===== src/verilog/replay_cfg_pkg.sv =====
/*
  Sizing constants for the weight replay block.
  Write and read widths are equal, and DEPTH must equal 2**ADDR_W.
  FIFO_DEPTH must be at least 2 so that one read can stay in flight
  while the consumer drains the previous word.
*/
package replay_cfg_pkg;

  // weight word as stored in the buffer and replayed to the engine.
  localparam int WEIGHT_W = 8;

  localparam int ACT_W = 8;  // one activation sample.

  // accumulator and result width, wide enough for a full 16 word window.
  localparam int ACC_W = 24;

  localparam int DEPTH  = 16;  // weight words held by the buffer.
  localparam int ADDR_W = 4;   // buffer address width.

  // output FIFO behind the memory; it hides the one cycle read latency.
  localparam int FIFO_DEPTH = 2;
  localparam int FIFO_AW    = $clog2(FIFO_DEPTH);
  localparam int FIFO_CNT_W = $clog2(FIFO_DEPTH + 1);  // counts 0 to FIFO_DEPTH.

  // wishbone host port, addressed in words.
  localparam int WB_ADR_W = 2;
  localparam int WB_DAT_W = 32;

endpackage

===== src/verilog/replay_regs_pkg.sv =====
/*
  Register map, register field positions and FSM encodings.
  Register addresses are word addresses on the wishbone port.
  REG_STATUS is read-only and the clear bit of REG_CTRL self-clears.
*/
package replay_regs_pkg;

  typedef enum logic [replay_cfg_pkg::WB_ADR_W-1:0] {
    REG_WEIGHT = 2'd0,  // write pushes one weight at the write pointer.
    REG_WINDOW = 2'd1,  // replay window limits.
    REG_CTRL   = 2'd2,  // run and clear.
    REG_STATUS = 2'd3   // run and the write pointer.
  } wb_reg_e;

  // field positions inside the register words.
  localparam int WIN_MIN_LSB    = 0;
  localparam int WIN_MAX_LSB    = 8;
  localparam int CTRL_RUN_BIT   = 0;
  localparam int CTRL_CLEAR_BIT = 1;
  localparam int STAT_RUN_BIT   = 0;
  localparam int STAT_PTR_LSB   = 8;

  typedef enum logic {
    WB_IDLE = 1'b0,
    WB_ACK  = 1'b1
  } wb_state_e;

  typedef enum logic {
    MAC_ACC  = 1'b0,
    MAC_EMIT = 1'b1
  } mac_state_e;

endpackage


===== src/verilog/weight_if.sv =====
/*
  Internal buses of the weight replay block.
  The write side has no handshake: a word is written on every cycle with
  wr_en high, and clear is a one cycle pulse.
  The read side moves a word when valid and ready are both high.
*/
`timescale 1ns/1ps

interface weight_wr_if;
  logic                              wr_en;
  logic [replay_cfg_pkg::WEIGHT_W-1:0] wr_data;
  logic [replay_cfg_pkg::ADDR_W-1:0]   addr_min;
  logic [replay_cfg_pkg::ADDR_W-1:0]   addr_max;
  logic                              clear;
  logic                              run;  // level, replay is active while high.

  modport loader (
    output wr_en, wr_data, addr_min, addr_max, clear, run
  );

  modport buffer (
    input wr_en, wr_data, addr_min, addr_max, clear, run
  );
endinterface

interface weight_rd_if;
  logic                              valid;
  logic [replay_cfg_pkg::WEIGHT_W-1:0] data;
  logic                              last;  // word came from addr_max.
  logic                              ready;

  // valid, data and last hold while ready is low.
  modport buffer (
    output valid, data, last,
    input  ready
  );

  modport engine (
    input  valid, data, last,
    output ready
  );
endinterface


===== src/verilog/weight_replay_top.sv =====
/*
  Weight replay block: wishbone loader, cyclic buffer and dot product engine.
  Host port is wishbone classic; activations and results are
  valid/ready streams. All ports are synchronous to clk.
*/
`timescale 1ns/1ps

module weight_replay_top (
  input  logic                                clk,
  input  logic                                rst,

  input  logic                                wb_cyc,
  input  logic                                wb_stb,
  input  logic                                wb_we,
  input  logic [replay_cfg_pkg::WB_ADR_W-1:0] wb_adr,
  input  logic [replay_cfg_pkg::WB_DAT_W-1:0] wb_wdata,
  output logic [replay_cfg_pkg::WB_DAT_W-1:0] wb_rdata,
  output logic                                wb_ack,

  input  logic                                act_valid,
  output logic                                act_ready,
  input  logic [replay_cfg_pkg::ACT_W-1:0]    act_data,

  output logic                                result_valid,
  input  logic                                result_ready,
  output logic [replay_cfg_pkg::ACC_W-1:0]    result_data
);

  logic [replay_cfg_pkg::ADDR_W-1:0] wr_ptr;  // status readback only.

  weight_wr_if wr_bus ();
  weight_rd_if rd_bus ();

  wb_weight_loader i_loader (
    .clk      (clk),
    .rst      (rst),
    .wb_cyc   (wb_cyc),
    .wb_stb   (wb_stb),
    .wb_we    (wb_we),
    .wb_adr   (wb_adr),
    .wb_wdata (wb_wdata),
    .wr_ptr   (wr_ptr),
    .wb_rdata (wb_rdata),
    .wb_ack   (wb_ack),
    .wr       (wr_bus.loader)
  );

  cyclic_bram i_buffer (
    .clk    (clk),
    .rst    (rst),
    .wr_ptr (wr_ptr),
    .wr     (wr_bus.buffer),
    .rd     (rd_bus.buffer)
  );

  dot_product_engine i_engine (
    .clk          (clk),
    .rst          (rst),
    .act_valid    (act_valid),
    .act_data     (act_data),
    .act_ready    (act_ready),
    .result_valid (result_valid),
    .result_ready (result_ready),
    .result_data  (result_data),
    .rd           (rd_bus.engine)
  );

endmodule


===== src/verilog/dot_product_engine.sv =====
/*
  Unsigned multiply-accumulate over one replay window.
  A weight and an activation move only together, and only while the FSM
  accumulates. One sum per window is held until result_ready.
*/
`timescale 1ns/1ps

module dot_product_engine (
  input  logic                             clk,
  input  logic                             rst,
  input  logic                             act_valid,
  input  logic [replay_cfg_pkg::ACT_W-1:0] act_data,
  output logic                             act_ready,
  output logic                             result_valid,
  input  logic                             result_ready,
  output logic [replay_cfg_pkg::ACC_W-1:0] result_data,
  weight_rd_if.engine                      rd
);

  replay_regs_pkg::mac_state_e state;
  logic                                                     fire;
  logic [replay_cfg_pkg::WEIGHT_W+replay_cfg_pkg::ACT_W-1:0] product;
  logic [replay_cfg_pkg::ACC_W-1:0]                         acc;

  // joint handshake, both sides move on the same cycle or neither does.
  assign fire      = (state == replay_regs_pkg::MAC_ACC) && rd.valid && act_valid;
  assign act_ready = fire;
  assign rd.ready  = fire;

  assign product = rd.data * act_data;

  always_ff @(posedge clk) begin
    if (rst) begin
      state        <= replay_regs_pkg::MAC_ACC;
      acc          <= '0;
      result_valid <= 1'b0;
    end else begin
      case (state)
        replay_regs_pkg::MAC_ACC: begin
          if (fire) begin
            acc <= acc + replay_cfg_pkg::ACC_W'(product);
            if (rd.last) begin
              state        <= replay_regs_pkg::MAC_EMIT;  // the sum is complete.
              result_valid <= 1'b1;
            end
          end
        end
        replay_regs_pkg::MAC_EMIT: begin
          if (result_ready) begin
            state        <= replay_regs_pkg::MAC_ACC;
            result_valid <= 1'b0;
            acc          <= '0;  // start the next window from zero.
          end
        end
        default: state <= replay_regs_pkg::MAC_ACC;
      endcase
    end
  end

  // the accumulator holds still in MAC_EMIT, so it is the result.
  assign result_data = acc;

endmodule


===== src/verilog/cyclic_bram.sv =====
/*
  Cyclic weight buffer on an inferred single-port memory.
  Words are written in order; while run is set the window from addr_min
  to addr_max is replayed forever as an always-valid stream.
  A write takes the memory port, so no read is issued in that cycle.
*/
`timescale 1ns/1ps

module cyclic_bram (
  input  logic                              clk,
  input  logic                              rst,
  output logic [replay_cfg_pkg::ADDR_W-1:0] wr_ptr,
  weight_wr_if.buffer                       wr,
  weight_rd_if.buffer                       rd
);

  logic [replay_cfg_pkg::WEIGHT_W-1:0] mem [replay_cfg_pkg::DEPTH];
  logic [replay_cfg_pkg::WEIGHT_W-1:0] mem_q;
  logic [replay_cfg_pkg::ADDR_W-1:0]   rd_ptr;
  logic [replay_cfg_pkg::ADDR_W-1:0]   rd_cur;
  logic [replay_cfg_pkg::ADDR_W-1:0]   addr;
  logic issue;
  logic push;
  logic pop;
  logic rd_pend;    // a read was issued last cycle, its data is in mem_q.
  logic pend_last;  // last flag of that read.

  logic [replay_cfg_pkg::WEIGHT_W-1:0]   fifo_data [replay_cfg_pkg::FIFO_DEPTH];
  logic [replay_cfg_pkg::FIFO_DEPTH-1:0] fifo_last;
  logic [replay_cfg_pkg::FIFO_AW-1:0]    fifo_wr_idx;
  logic [replay_cfg_pkg::FIFO_AW-1:0]    fifo_rd_idx;
  logic [replay_cfg_pkg::FIFO_CNT_W-1:0] fifo_cnt;
  logic [replay_cfg_pkg::FIFO_CNT_W-1:0] in_flight;  // FIFO entries plus pending reads.

  // a clear restarts the window at addr_min in the same cycle, so run and
  // clear written together still give the first valid two cycles later.
  assign rd_cur = wr.clear ? wr.addr_min : rd_ptr;
  assign addr   = wr.wr_en ? wr_ptr : rd_cur;

  assign pop  = rd.valid && rd.ready;
  assign push = rd_pend;

  // only read when the FIFO is sure to have room for the data.
  assign issue = wr.run && !wr.wr_en &&
                 (wr.clear || pop ||
                  in_flight < replay_cfg_pkg::FIFO_CNT_W'(replay_cfg_pkg::FIFO_DEPTH));

  always_ff @(posedge clk) begin
    if (wr.wr_en) mem[addr] <= wr.wr_data;
    mem_q <= mem[addr];  // read-first, ignored on write cycles.
  end

  always_ff @(posedge clk) begin
    if (rst) begin
      wr_ptr      <= '0;
      rd_ptr      <= '0;
      rd_pend     <= 1'b0;
      in_flight   <= '0;
      fifo_cnt    <= '0;
      fifo_wr_idx <= '0;
      fifo_rd_idx <= '0;
    end else begin
      if (wr.clear) wr_ptr <= '0;
      else if (wr.wr_en) wr_ptr <= (wr_ptr < wr.addr_max) ? wr_ptr + 1'b1 : '0;

      if (issue) rd_ptr <= (rd_cur < wr.addr_max) ? rd_cur + 1'b1 : wr.addr_min;
      else if (wr.clear) rd_ptr <= wr.addr_min;

      rd_pend <= issue;

      if (wr.clear) begin
        // drop the FIFO and any read issued before the clear.
        in_flight   <= replay_cfg_pkg::FIFO_CNT_W'(issue);
        fifo_cnt    <= '0;
        fifo_wr_idx <= '0;
        fifo_rd_idx <= '0;
      end else begin
        in_flight <= in_flight + replay_cfg_pkg::FIFO_CNT_W'(issue)
                   - replay_cfg_pkg::FIFO_CNT_W'(pop);
        fifo_cnt  <= fifo_cnt + replay_cfg_pkg::FIFO_CNT_W'(push)
                   - replay_cfg_pkg::FIFO_CNT_W'(pop);
        if (push) begin
          fifo_wr_idx <= (fifo_wr_idx == replay_cfg_pkg::FIFO_AW'(replay_cfg_pkg::FIFO_DEPTH - 1))
                       ? '0 : fifo_wr_idx + 1'b1;
        end
        if (pop) begin
          fifo_rd_idx <= (fifo_rd_idx == replay_cfg_pkg::FIFO_AW'(replay_cfg_pkg::FIFO_DEPTH - 1))
                       ? '0 : fifo_rd_idx + 1'b1;
        end
      end
    end
  end

  // the last flag is computed when the read is issued and travels with the data.
  always_ff @(posedge clk) begin
    pend_last <= (rd_cur == wr.addr_max);
    if (push) begin
      fifo_data[fifo_wr_idx] <= mem_q;
      fifo_last[fifo_wr_idx] <= pend_last;
    end
  end

  assign rd.valid = (fifo_cnt != '0);
  assign rd.data  = fifo_data[fifo_rd_idx];
  assign rd.last  = fifo_last[fifo_rd_idx];

endmodule


===== src/verilog/wb_weight_loader.sv =====
/*
  Wishbone classic slave for the weight buffer, no pipelined mode.
  Ack comes one cycle after the request and the FSM then waits for stb to
  drop, so each access takes at least three cycles.
  Weight writes while run is set are acknowledged but dropped.
*/
`timescale 1ns/1ps

module wb_weight_loader (
  input  logic                                clk,
  input  logic                                rst,
  input  logic                                wb_cyc,
  input  logic                                wb_stb,
  input  logic                                wb_we,
  input  logic [replay_cfg_pkg::WB_ADR_W-1:0] wb_adr,
  input  logic [replay_cfg_pkg::WB_DAT_W-1:0] wb_wdata,
  input  logic [replay_cfg_pkg::ADDR_W-1:0]   wr_ptr,
  output logic [replay_cfg_pkg::WB_DAT_W-1:0] wb_rdata,
  output logic                                wb_ack,
  weight_wr_if.loader                         wr
);

  replay_regs_pkg::wb_state_e state;
  replay_regs_pkg::wb_reg_e   reg_sel;
  logic [replay_cfg_pkg::WB_DAT_W-1:0] rd_word;
  logic                                accept;

  assign reg_sel = replay_regs_pkg::wb_reg_e'(wb_adr);
  assign accept  = wb_cyc && wb_stb && (state == replay_regs_pkg::WB_IDLE);

  // read data mux, sampled when the request is accepted.
  always_comb begin
    rd_word = '0;
    case (reg_sel)
      replay_regs_pkg::REG_WINDOW: begin
        rd_word[replay_regs_pkg::WIN_MIN_LSB +: replay_cfg_pkg::ADDR_W] = wr.addr_min;
        rd_word[replay_regs_pkg::WIN_MAX_LSB +: replay_cfg_pkg::ADDR_W] = wr.addr_max;
      end
      replay_regs_pkg::REG_CTRL: rd_word[replay_regs_pkg::CTRL_RUN_BIT] = wr.run;
      replay_regs_pkg::REG_STATUS: begin
        rd_word[replay_regs_pkg::STAT_RUN_BIT] = wr.run;
        rd_word[replay_regs_pkg::STAT_PTR_LSB +: replay_cfg_pkg::ADDR_W] = wr_ptr;
      end
      default: ;  // the weight register reads as zero.
    endcase
  end

  always_ff @(posedge clk) begin
    if (rst) begin
      state       <= replay_regs_pkg::WB_IDLE;
      wb_ack      <= 1'b0;
      wr.wr_en    <= 1'b0;
      wr.clear    <= 1'b0;
      wr.run      <= 1'b0;
      wr.addr_min <= '0;
      wr.addr_max <= replay_cfg_pkg::ADDR_W'(replay_cfg_pkg::DEPTH - 1);
    end else begin
      // strobes last exactly one cycle, the ack cycle.
      wb_ack   <= 1'b0;
      wr.wr_en <= 1'b0;
      wr.clear <= 1'b0;
      case (state)
        replay_regs_pkg::WB_IDLE: begin
          if (accept) begin
            state  <= replay_regs_pkg::WB_ACK;
            wb_ack <= 1'b1;
            if (wb_we) begin
              case (reg_sel)
                replay_regs_pkg::REG_WEIGHT: wr.wr_en <= !wr.run;
                replay_regs_pkg::REG_WINDOW: begin
                  wr.addr_min <= wb_wdata[replay_regs_pkg::WIN_MIN_LSB +: replay_cfg_pkg::ADDR_W];
                  wr.addr_max <= wb_wdata[replay_regs_pkg::WIN_MAX_LSB +: replay_cfg_pkg::ADDR_W];
                end
                replay_regs_pkg::REG_CTRL: begin
                  wr.run   <= wb_wdata[replay_regs_pkg::CTRL_RUN_BIT];
                  wr.clear <= wb_wdata[replay_regs_pkg::CTRL_CLEAR_BIT];
                end
                default: ;  // writes to status are ignored.
              endcase
            end
          end
        end
        replay_regs_pkg::WB_ACK: begin
          if (!(wb_cyc && wb_stb)) state <= replay_regs_pkg::WB_IDLE;  // wait for the master.
        end
        default: state <= replay_regs_pkg::WB_IDLE;
      endcase
    end
  end

  always_ff @(posedge clk) begin
    if (accept) begin
      wb_rdata   <= rd_word;
      wr.wr_data <= wb_wdata[replay_cfg_pkg::WEIGHT_W-1:0];
    end
  end

endmodule


===== config.mk =====
export PLATFORM = sky130hd
export DESIGN_NAME = weight_replay_top
export DESIGN_NICKNAME = d
export VERILOG_FILES = /design/src/verilog/replay_cfg_pkg.sv /design/src/verilog/replay_regs_pkg.sv /design/src/verilog/weight_if.sv /design/src/verilog/weight_replay_top.sv /design/src/verilog/dot_product_engine.sv /design/src/verilog/cyclic_bram.sv /design/src/verilog/wb_weight_loader.sv
export SDC_FILE = /design/constraint.sdc
export NUM_CORES = 1
export LEC_CHECK = 0
export BUFFER_PORTS_ARGS = -buffer_cell sky130_fd_sc_hd__buf_2
export CAP_MARGIN = 20
export CORE_MARGIN = 10
export CORE_UTILIZATION = 50
export CTS_CLUSTER_DIAMETER = 120
export DETAILED_ROUTE_END_ITERATION = 10
export PLACE_DENSITY = 0.78
export SLEW_MARGIN = 20
export SYNTH_ARGS = -nofsm -noshare
export SYNTH_HDL_FRONTEND = slang
export SYNTH_HIERARCHICAL = 1
export SYNTH_SLANG_ARGS = --single-unit

===== constraint.sdc =====
create_clock -name clk -period 4.8 [get_ports clk]
set_input_delay 0.96 -clock clk [delete_from_list [all_inputs] [get_ports clk]]
set_output_delay 0.96 -clock clk [all_outputs]
set_load 0.01 [all_outputs]

* Word level (Yosys, flattened, before mapping) *
Memories as Yosys holds them, arrays and structs flattened. A register that Yosys moved wholly into a read port is not among the register bits.
Index checks and enable logic that the tools add are counted.

operators by class
  reductions and logical operators = 23
  magnitude comparators = 6
  bitwise logic cells = 6
  equality and inequality tests = 7
  add/sub/neg operators = 9
  multiplexer cells = 35
  $mul = 1

operator list
  operator               count
  $mux W24               2
  $pmux W24 S2           1
  $add A24 B16 Y24       1
  $mux W1                20
  $mux W4                5
  $mul A8 B8 Y16         1
  $reduce_or A5 Y1       2
  $add A4 B1 Y4 const B  2
  $logic_and A1 B1 Y1    8
  $lt A4 B4 Y1           2
  $pmux W1 S2            4
  $pmux W4 S2            1
  $reduce_and A4 Y1      2
  $ne A2 B2 Y1 const B   3
  $not A1 Y1             6
  $reduce_or A2 Y1       3
  $add A2 B1 Y2          2
  $eq A2 B2 Y1 const B   2
  $eq A4 B4 Y1           1
  $lt A1 B2 Y1 const B   2
  $sub A2 B1 Y2          2
  $reduce_and A3 Y1      1
  $add A1 B1 Y1 const B  2
  $bwmux W2              1
  9 further kinds        11

storage, ports and cells
  word-level logic and storage cells = 112
  output and inout port bits = 59
  memories = 2
  flip-flop bits (word level) = 73
  bits in writable memories = 144
  input port bits = 49

memories
  name                depth  width  read ports  clocked after Yosys merged registers in  write ports  line               text
  i_buffer.mem        16     8      1           1                                        1            cyclic_bram.sv:17  logic [replay_cfg_pkg::WEIGHT_W-1:0] mem [replay_cfg_pkg::DEPTH];
  i_buffer.fifo_data  2      8      1           1                                        1            cyclic_bram.sv:28  logic [replay_cfg_pkg::WEIGHT_W-1:0] fifo_data [replay_cfg_pkg::FIFO_DEPTH];

* Longest topological paths before layout *
Gate-level depths: netlist (run 1).

  depth after elaboration = 10
  mapped depth = 18
  depth with buffers taken out = 17

* Modules after synthesis *
Netlist (run 1), hierarchy kept.

modules (own cells, without submodules)
  module              area an instance (um2)  times used  cells an instance  sequential area each (um2)
  cyclic_bram         6896.6                  1           388                4884.7
  dot_product_engine  3642.2                  1           423                520.5
  wb_weight_loader    1306.3                  1           110                740.7

* Worst setup path after synthesis (run 1) *
No wires, ideal clock.

  path kind = reg-to-reg
  from = register with a tool-made name
  to = register i_engine.acc, in the netlist i_engine/result_data[16]
  slack = -159 ps
  cell stages (with the launch flop) = 17
  setup time = 117 ps
  data arrival time = 4843 ps
  required time = 4683 ps
  period minus slack after synthesis = 4959 ps
  path buffers = 1
  cell sequence = dfxtp_1 > clkbuf_1 > mux2_2 > and2_1 > fa_1 > fa_1 > fa_1 > inv_1 > fa_1 > inv_1 > ha_1 > a21oi_1 > o211ai_1 > a221oi_2 > o21ai_0 > xor2_1 > a22o_1

RTL lines
  item                  line                      text
  end signal, assigned  dot_product_engine.sv:41  acc <= acc + replay_cfg_pkg::ACC_W'(product);
  end, declared         dot_product_engine.sv:23  logic [replay_cfg_pkg::ACC_W-1:0] acc;

==> results of run 1 <==
[cell type report]
| cell class | count | area [sq um] | share of cell area, % |
|---|---|---|---|
| Clock buffer | 35 | 703 | 5.08 |
| Clock inverter | 9 | 146 | 1.06 |
| Inverter | 113 | 427 | 3.08 |
| Multi-Input combinational cell | 555 | 5320 | 38.5 |
| Sequential cell | 226 | 6150 | 44.4 |
| Tap cell | 319 | 399 | 2.89 |
| Timing Repair Buffer | 108 | 689 | 4.98 |
[sequential cells by signal (all words and copies together), names as in the netlist, 4 cells and up, named ones only]
| signal | cells |
|---|---|
| i_loader/wr.wr_data | 8 |
| i_loader/wb_rdata | 8 |
| i_buffer/fifo_data | 16 |
| i_loader/wr.addr_min | 4 |
| i_loader/wr.addr_max | 4 |
| i_engine/result_data | 24 |
| i_buffer/mem | 128 |
| i_buffer/rd_ptr | 4 |
| i_buffer/wr_ptr | 4 |
| i_buffer/mem_q | 8 |
[metal layers]
layer  global-route usage (%)  up-vias  part of all wire (%)
met5                        0        -                     0
met4                     3.81        0                   1.5
met1                     19.3     3574                    42
met2                     27.1      208                    51
li1                         -     3441                     -
met3                     2.82       27                   5.4
[synth_stat cells, drive strengths merged, types with 17 or more instances]
| cell | count |
|---|---|
| mux4 | 32 |
| inv | 113 |
| and2 | 41 |
| o21ai | 17 |
| fa | 50 |
| a21oi | 25 |
| nor2 | 65 |
| ha | 53 |
| nand2 | 56 |
| edfxtp | 162 |
| buf | 34 |
| mux2i | 17 |
| dfxtp | 64 |
[repair_timing]
action,in CTS,in global routing
endpoints found under the hold margin,0,0
buffers inserted,0,2
pin swaps,13,54
gates resized for setup,20,40
endpoints found under the setup margin,12,12
[placed cells by master (no fill, tap or decap), drive strengths merged, types with 11 or more instances in the layout]
cell type / synthesis / layout
edfxtp: 162 / 162
inv: 113 / 114
buf: 34 / 108
nor2: 65 / 65
dfxtp: 64 / 64
nand2: 56 / 56
ha: 53 / 53
fa: 50 / 50
and2: 41 / 41
clkbuf: 16 / 35
mux4: 32 / 32
a21oi: 25 / 25
conb: 1 / 24
mux2i: 17 / 17
o21ai: 17 / 17
o22ai: 16 / 16
nand2b: 15 / 15
mux2: 12 / 12
xnor2: 11 / 11
[power by group]
part	switching [mW]	leakage [nW]	total, mW	internal, mW
sequential	0.0242	1.98	2.13	2.11
clock	0.748	0.413	1.93	1.19
combinational	0.372	3.30	0.728	0.356
[critical path: stages, from the launching register on]
cell and delay (ns):
dfxtp_2 0.34, buf_12 0.13, mux2_4 0.35, buf_4 0.16, nand2_1 0.08, fa_1 0.42, inv_1 0.07, ha_1 0.23
ha_1 0.29, inv_1 0.06, fa_1 0.53, inv_1 0.04, ha_2 0.20, fa_2 0.38, a211oi_4 0.26, o21ai_2 0.10
o2111a_2 0.31, o41ai_4 0.42, or3_1 0.19, a21oi_2 0.05
[final timing paths]
kind                                                 end  cells after the start               from  slack (ns)
worst max-delay path            i_engine/result_data[21]                     19               flop        0.09
worst min-delay path            i_buffer/fifo_data[1][6]                      0  i_buffer/mem_q[6]        0.42
worst max register to register  i_engine/result_data[21]                     19               flop        0.09
worst min register to register  i_buffer/fifo_data[1][6]                      0  i_buffer/mem_q[6]        0.42
[through the flow]
stage / power (mW) / worst slack (ns) / hold WS, ns / TNS, ns / util (%)
2_1_floorplan: 2.60 / -0.00371 / 0.404 / -0.00371 / -
3_3_place_gp: 2.78 / -0.388 / 0.406 / -4.10 / 54.3
3_5_place_dp: 2.80 / -0.483 / 0.413 / -4.79 / 54.3
4_1_cts: 4.78 / 0.0218 / 0.424 / 0 / 58.4
5_1_grt: 4.98 / -0.0477 / 0.433 / -0.144 / 59.1
6_report: 4.79 / 0.0853 / 0.422 / 0 / 59.1
[cell families (layout without fill, tap and decap cells)]
kind of cell,Yosys count,in the layout
AO/OA/AOI/OAI,120,120
AND/OR/NAND/NOR,231,231
buffers and inverters,163,265
other,1,24
multiplexers,61,61
adder cells (fa/ha/maj),103,103
XOR/XNOR,16,16
flip-flops,226,226
==> results.ini, run 1 <==
[job]
cap_violations = 0

[cells_and_area]
finalNonFillerCells = 1365
nFillCells = 1779
design_area_sq_mm = 0.0138
nets = 1180
antenna_cells = 0
syn2layout_area_growth_pct = 16.8
layout-drive-gt1-share_pct = 22.2

[setup_path]
cp.arrival_ns = 5.14
cp-start-kind = flop
worst-path-max-fanout = 8
critPathRequiredTime_ns = 5.23
critPathKind = flop to flop
cp-end-kind = flop

[die]
coreArea_sq_mm = 0.0234
fp.dieH_um = 174
die_w_um = 174
start_util_pct = 50.6
rows = 56
ios = 108
fp.dieArea_sq_mm = 0.0302

[clock_tree]
clock_latency_ns = 0.54
cts_tree = done
cts_max_level = 1
ctsHoldBuffers = 0
root_buffer = clkbuf_16
clk_pin_slew_ns = 0.06
cts.path.max_buffers = 3
cts_buffers = 24
numClockSinks = 226

[synth]
syn_avg_cell_area_sq_um = 12.9
yosys.area.top_type = edfxtp_1
ys_ff_latch = 226
synth.cell_area_sq_mm = 0.0118
synth_area_leaders = edfxtp_1, dfxtp_1, fa_1
synth-main-ff-cell = edfxtp_1
netlist_instances = 921
synth_edf_count = 162
synth_top_family_by_area = adder cells
synth_compound_area_share_pct = 7.15
synthSimpleGateAreaFrac_pct = 9.70
ys.warnings.count = 6
yosys.area.top_type_share_pct = 41.1
synth-seq-area-share_pct = 51.9
synthMuxAreaShare_pct = 9.67
synthXorXnorAreaFrac_pct = 1.18
synth-adder-area-share_pct = 14.0
ys_types = 68
synthArstFlopShare_pct = 0

[routing]
drt_iter0_drc = 496
first_pass_iters = 5
antenna_left = 0
wl_mm = 24.0
viasPerCell = 5.31
drc = 0
routedWlPerCell_um = 17.6
vias = 7250

[grt]
grt_antenna_before_repair = 0
grt_pass1_vias = 7543
track_usage_pct = 15.4
grt_pass1_wl_mm = 38.9
grt_start_max_net_pins = 43
grt.overflow.total = 0

[timing]
rsz0062_at_grt = yes
fmax_ghz = 0.212
worst_pin_slew_ns = 1.00
hold_viol_final = 0
min_period_over_period_pct = 98.2
relSlewSlack_pct = 33.1
maxSlewViolCount = 0
setup-violations-final = 0
period_needed_ns = 4.71
skew_ns = 0.0339

[placed_design]
placed_area_sq_mm = 0.0127
port_buffers = 63
dp_hpwl_mm = 17.0
dp_cells = 1318
gp_congestion = 0.828

[hold_path]
hold_class = flop to flop

[run_status]
status = complete, no violations

[power_and_ir_drop]
ir_drop_mv = 0.326
p_per_area_mw_per_mm2 = 346
p_leak_nw = 5.69

Power figures use the tool's default switching activity.
==> run 2, diff against run 1 <==
CORE_UTILIZATION = 25   (was 50)
PLACE_DENSITY = default   (was 0.78)
PLACE_DENSITY_LB_ADDON = 0.3   (was default)
==> results.ini, run 2 (synthesized netlist as in run 1, its figures left out) <==
[die]
start_util_pct = 25.4
fp.dieH_um = 238
ios = 108
coreArea_sq_mm = 0.0467
fp.dieArea_sq_mm = 0.0565
rows = 79
die_w_um = 238

[cells_and_area]
nets = 1189
largest_register_ffs = 128
layout-drive-gt1-share_pct = 23.6
antenna_cells = 0
final_common_cell = edfxtp_1
utilization_pct = 30.5
regMostFlops = i_buffer/mem
design_area_sq_mm = 0.0142
final_cell_mix = edfxtp_1, inv_1, nor2_1, dfxtp_1, buf_2
syn2layout_area_growth_pct = 20.2

[clock_tree]
cts_buffers = 24
cts_tree = done
cts.path.max_buffers = 3
numClockSinks = 226
root_buffer = clkbuf_16
clk_pin_slew_ns = 0.06
clock_latency_ns = 0.54
cts_max_level = 1

[routing]
routedWlPerCell_um = 15.7
first_pass_iters = 4
vias = 7200
wl_mm = 26.0
drt_iter0_drc = 344
antenna_left = 0
viasPerCell = 4.33
drc = 0

[setup_path]
worstPathCellList = buf_12 -> mux2_4 -> buf_6 -> nand2_2 -> fa_1 -> inv_2 -> fa_1 -> ha_1 -> inv_1 -> fa_1 -> inv_2 -> buf_4 -> fa_2 -> a211oi_4 -> o21ai_2 -> o2111a_2 -> o41ai_4 -> buf_4 -> or3_4 -> a21oi_2
crit_family = adder cells
cpMostUsedCell = fa_1
critPathKind = flop to flop
cp-end-kind = flop
critPathRequiredTime_ns = 5.22
cp.arrival_ns = 5.30
cp-start-kind = flop
path_buf_inv = 7
crit_path_top_delay_cell = fa_1
worst-path-max-fanout = 8
slowest_delay_ns = 0.50

[power_and_ir_drop]
p_int_mw = 3.61
p_clk_share_pct = 40.1
p_per_area_mw_per_mm2 = 337
seq_power_share_pct = 44.3
ir_drop_mv = 0.268
switching_share_pct = 24.9
p_leak_nw = 5.68
power_switching_mw = 1.19
p_comb_share_pct = 15.6

[timing]
setup-violations-final = 6
worst_slack_ns = -0.0803
maxSlewViolCount = 0
rsz0062_at_grt = yes
worst_pin_slew_ns = 0.985
hold_viol_final = 0
relSlewSlack_pct = 34.1
fmax_ghz = 0.205
min_period_over_period_pct = 102
period_needed_ns = 4.88
skew_ns = 0.0203

[run_status]
violations = negative setup slack
status = complete, but fails checks

[placed_design]
port_buffers = 63
placed_area_sq_mm = 0.0131
dp_hpwl_mm = 19.1
gp_congestion = 0.766

[job]
cap_violations = 0

[grt]
grt_start_max_net_pins = 43
grt_antenna_before_repair = 0
grt_pass1_vias = 7470
track_usage_pct = 9.17
grt_pass1_wl_mm = 42.0
grt.overflow.total = 0

[hold_path]
hold_class = flop to flop

-- run 2: cell count changes in the layout (fill, tap and decap cells not counted), moves of 4 or more --
| cell | change |
|---|---|
| and2_1 | +4 |
| buf_6 | +4 |
| buf_4 | +6 |
| and2_4 | -4 |
-- run 2: through the flow --
| step | std cells | worst slack [ns] | total power [mW] | TNS, ns | hold slack (ns) |
|---|---|---|---|---|---|
| 6_report | 1662 | -0.0803 | 4.80 | -0.314 | 0.434 |
| 5_1_grt | 1662 | -0.251 | 5.03 | -1.72 | 0.444 |
| 4_1_cts | 1654 | -0.0250 | 4.84 | -0.0928 | 0.430 |
| 3_5_place_dp | 1607 | -0.522 | 2.83 | -5.25 | 0.415 |
| 3_3_place_gp | 1607 | -0.527 | 2.83 | -5.28 | 0.408 |
| 2_1_floorplan | 944 | -0.00371 | 2.60 | -0.00371 | 0.404 |
-- run 2: what timing repair did --
| action | 4_1_cts | 5_1_grt |
|---|---|---|
| gates cloned | 0 | 0 |
| endpoints found under the setup margin | 12 | 12 |
| endpoints found under the hold margin | 0 | 0 |
| pin swaps | 25 | 51 |
| hold buffers | 0 | 0 |
| buffers inserted | 3 | 9 |
| gates resized for setup | 26 | 40 |
-- run 2: routing by layer --
metal,global-route usage (%),share of wire (%),vias to the layer above
li1,-,-,3461
met5,0,0,-
met4,1.88,1.5,0
met2,14.6,46,108
met3,1.70,3.4,28
met1,12.7,49,3603
-- run 2: final cells by class --
type	instances	area, sq um
timing repair buffer	117	752
clock inverter	15	194
clock buffer	29	639
sequential	226	6150
tap	607	759
multi-input combinational	555	5320
fill	4769	32400
inverter	113	427
-- run 2: path summary, 6_finish.rpt --
path                startpoint                  endpoint  slack [ns]  cells past startpoint
min          i_buffer/mem_q[6]  i_buffer/fifo_data[0][6]        0.43                      0
min reg2reg  i_buffer/mem_q[6]  i_buffer/fifo_data[0][6]        0.43                      0
max reg2reg               flop  i_engine/result_data[19]       -0.08                     20
max                       flop  i_engine/result_data[19]       -0.08                     20
-- run 2: power by group through the flow --
| stage | clock network [mW] | logic, mW | registers (mW) |
|---|---|---|---|
| after global placement | 0 | 0.657 | 2.17 |
| after CTS | 1.99 | 0.721 | 2.13 |
| final | 1.92 | 0.748 | 2.13 |
| after global routing | 2.06 | 0.838 | 2.13 |
| after detailed placement | 0 | 0.657 | 2.17 |
| after floorplan | 0 | 0.444 | 2.16 |
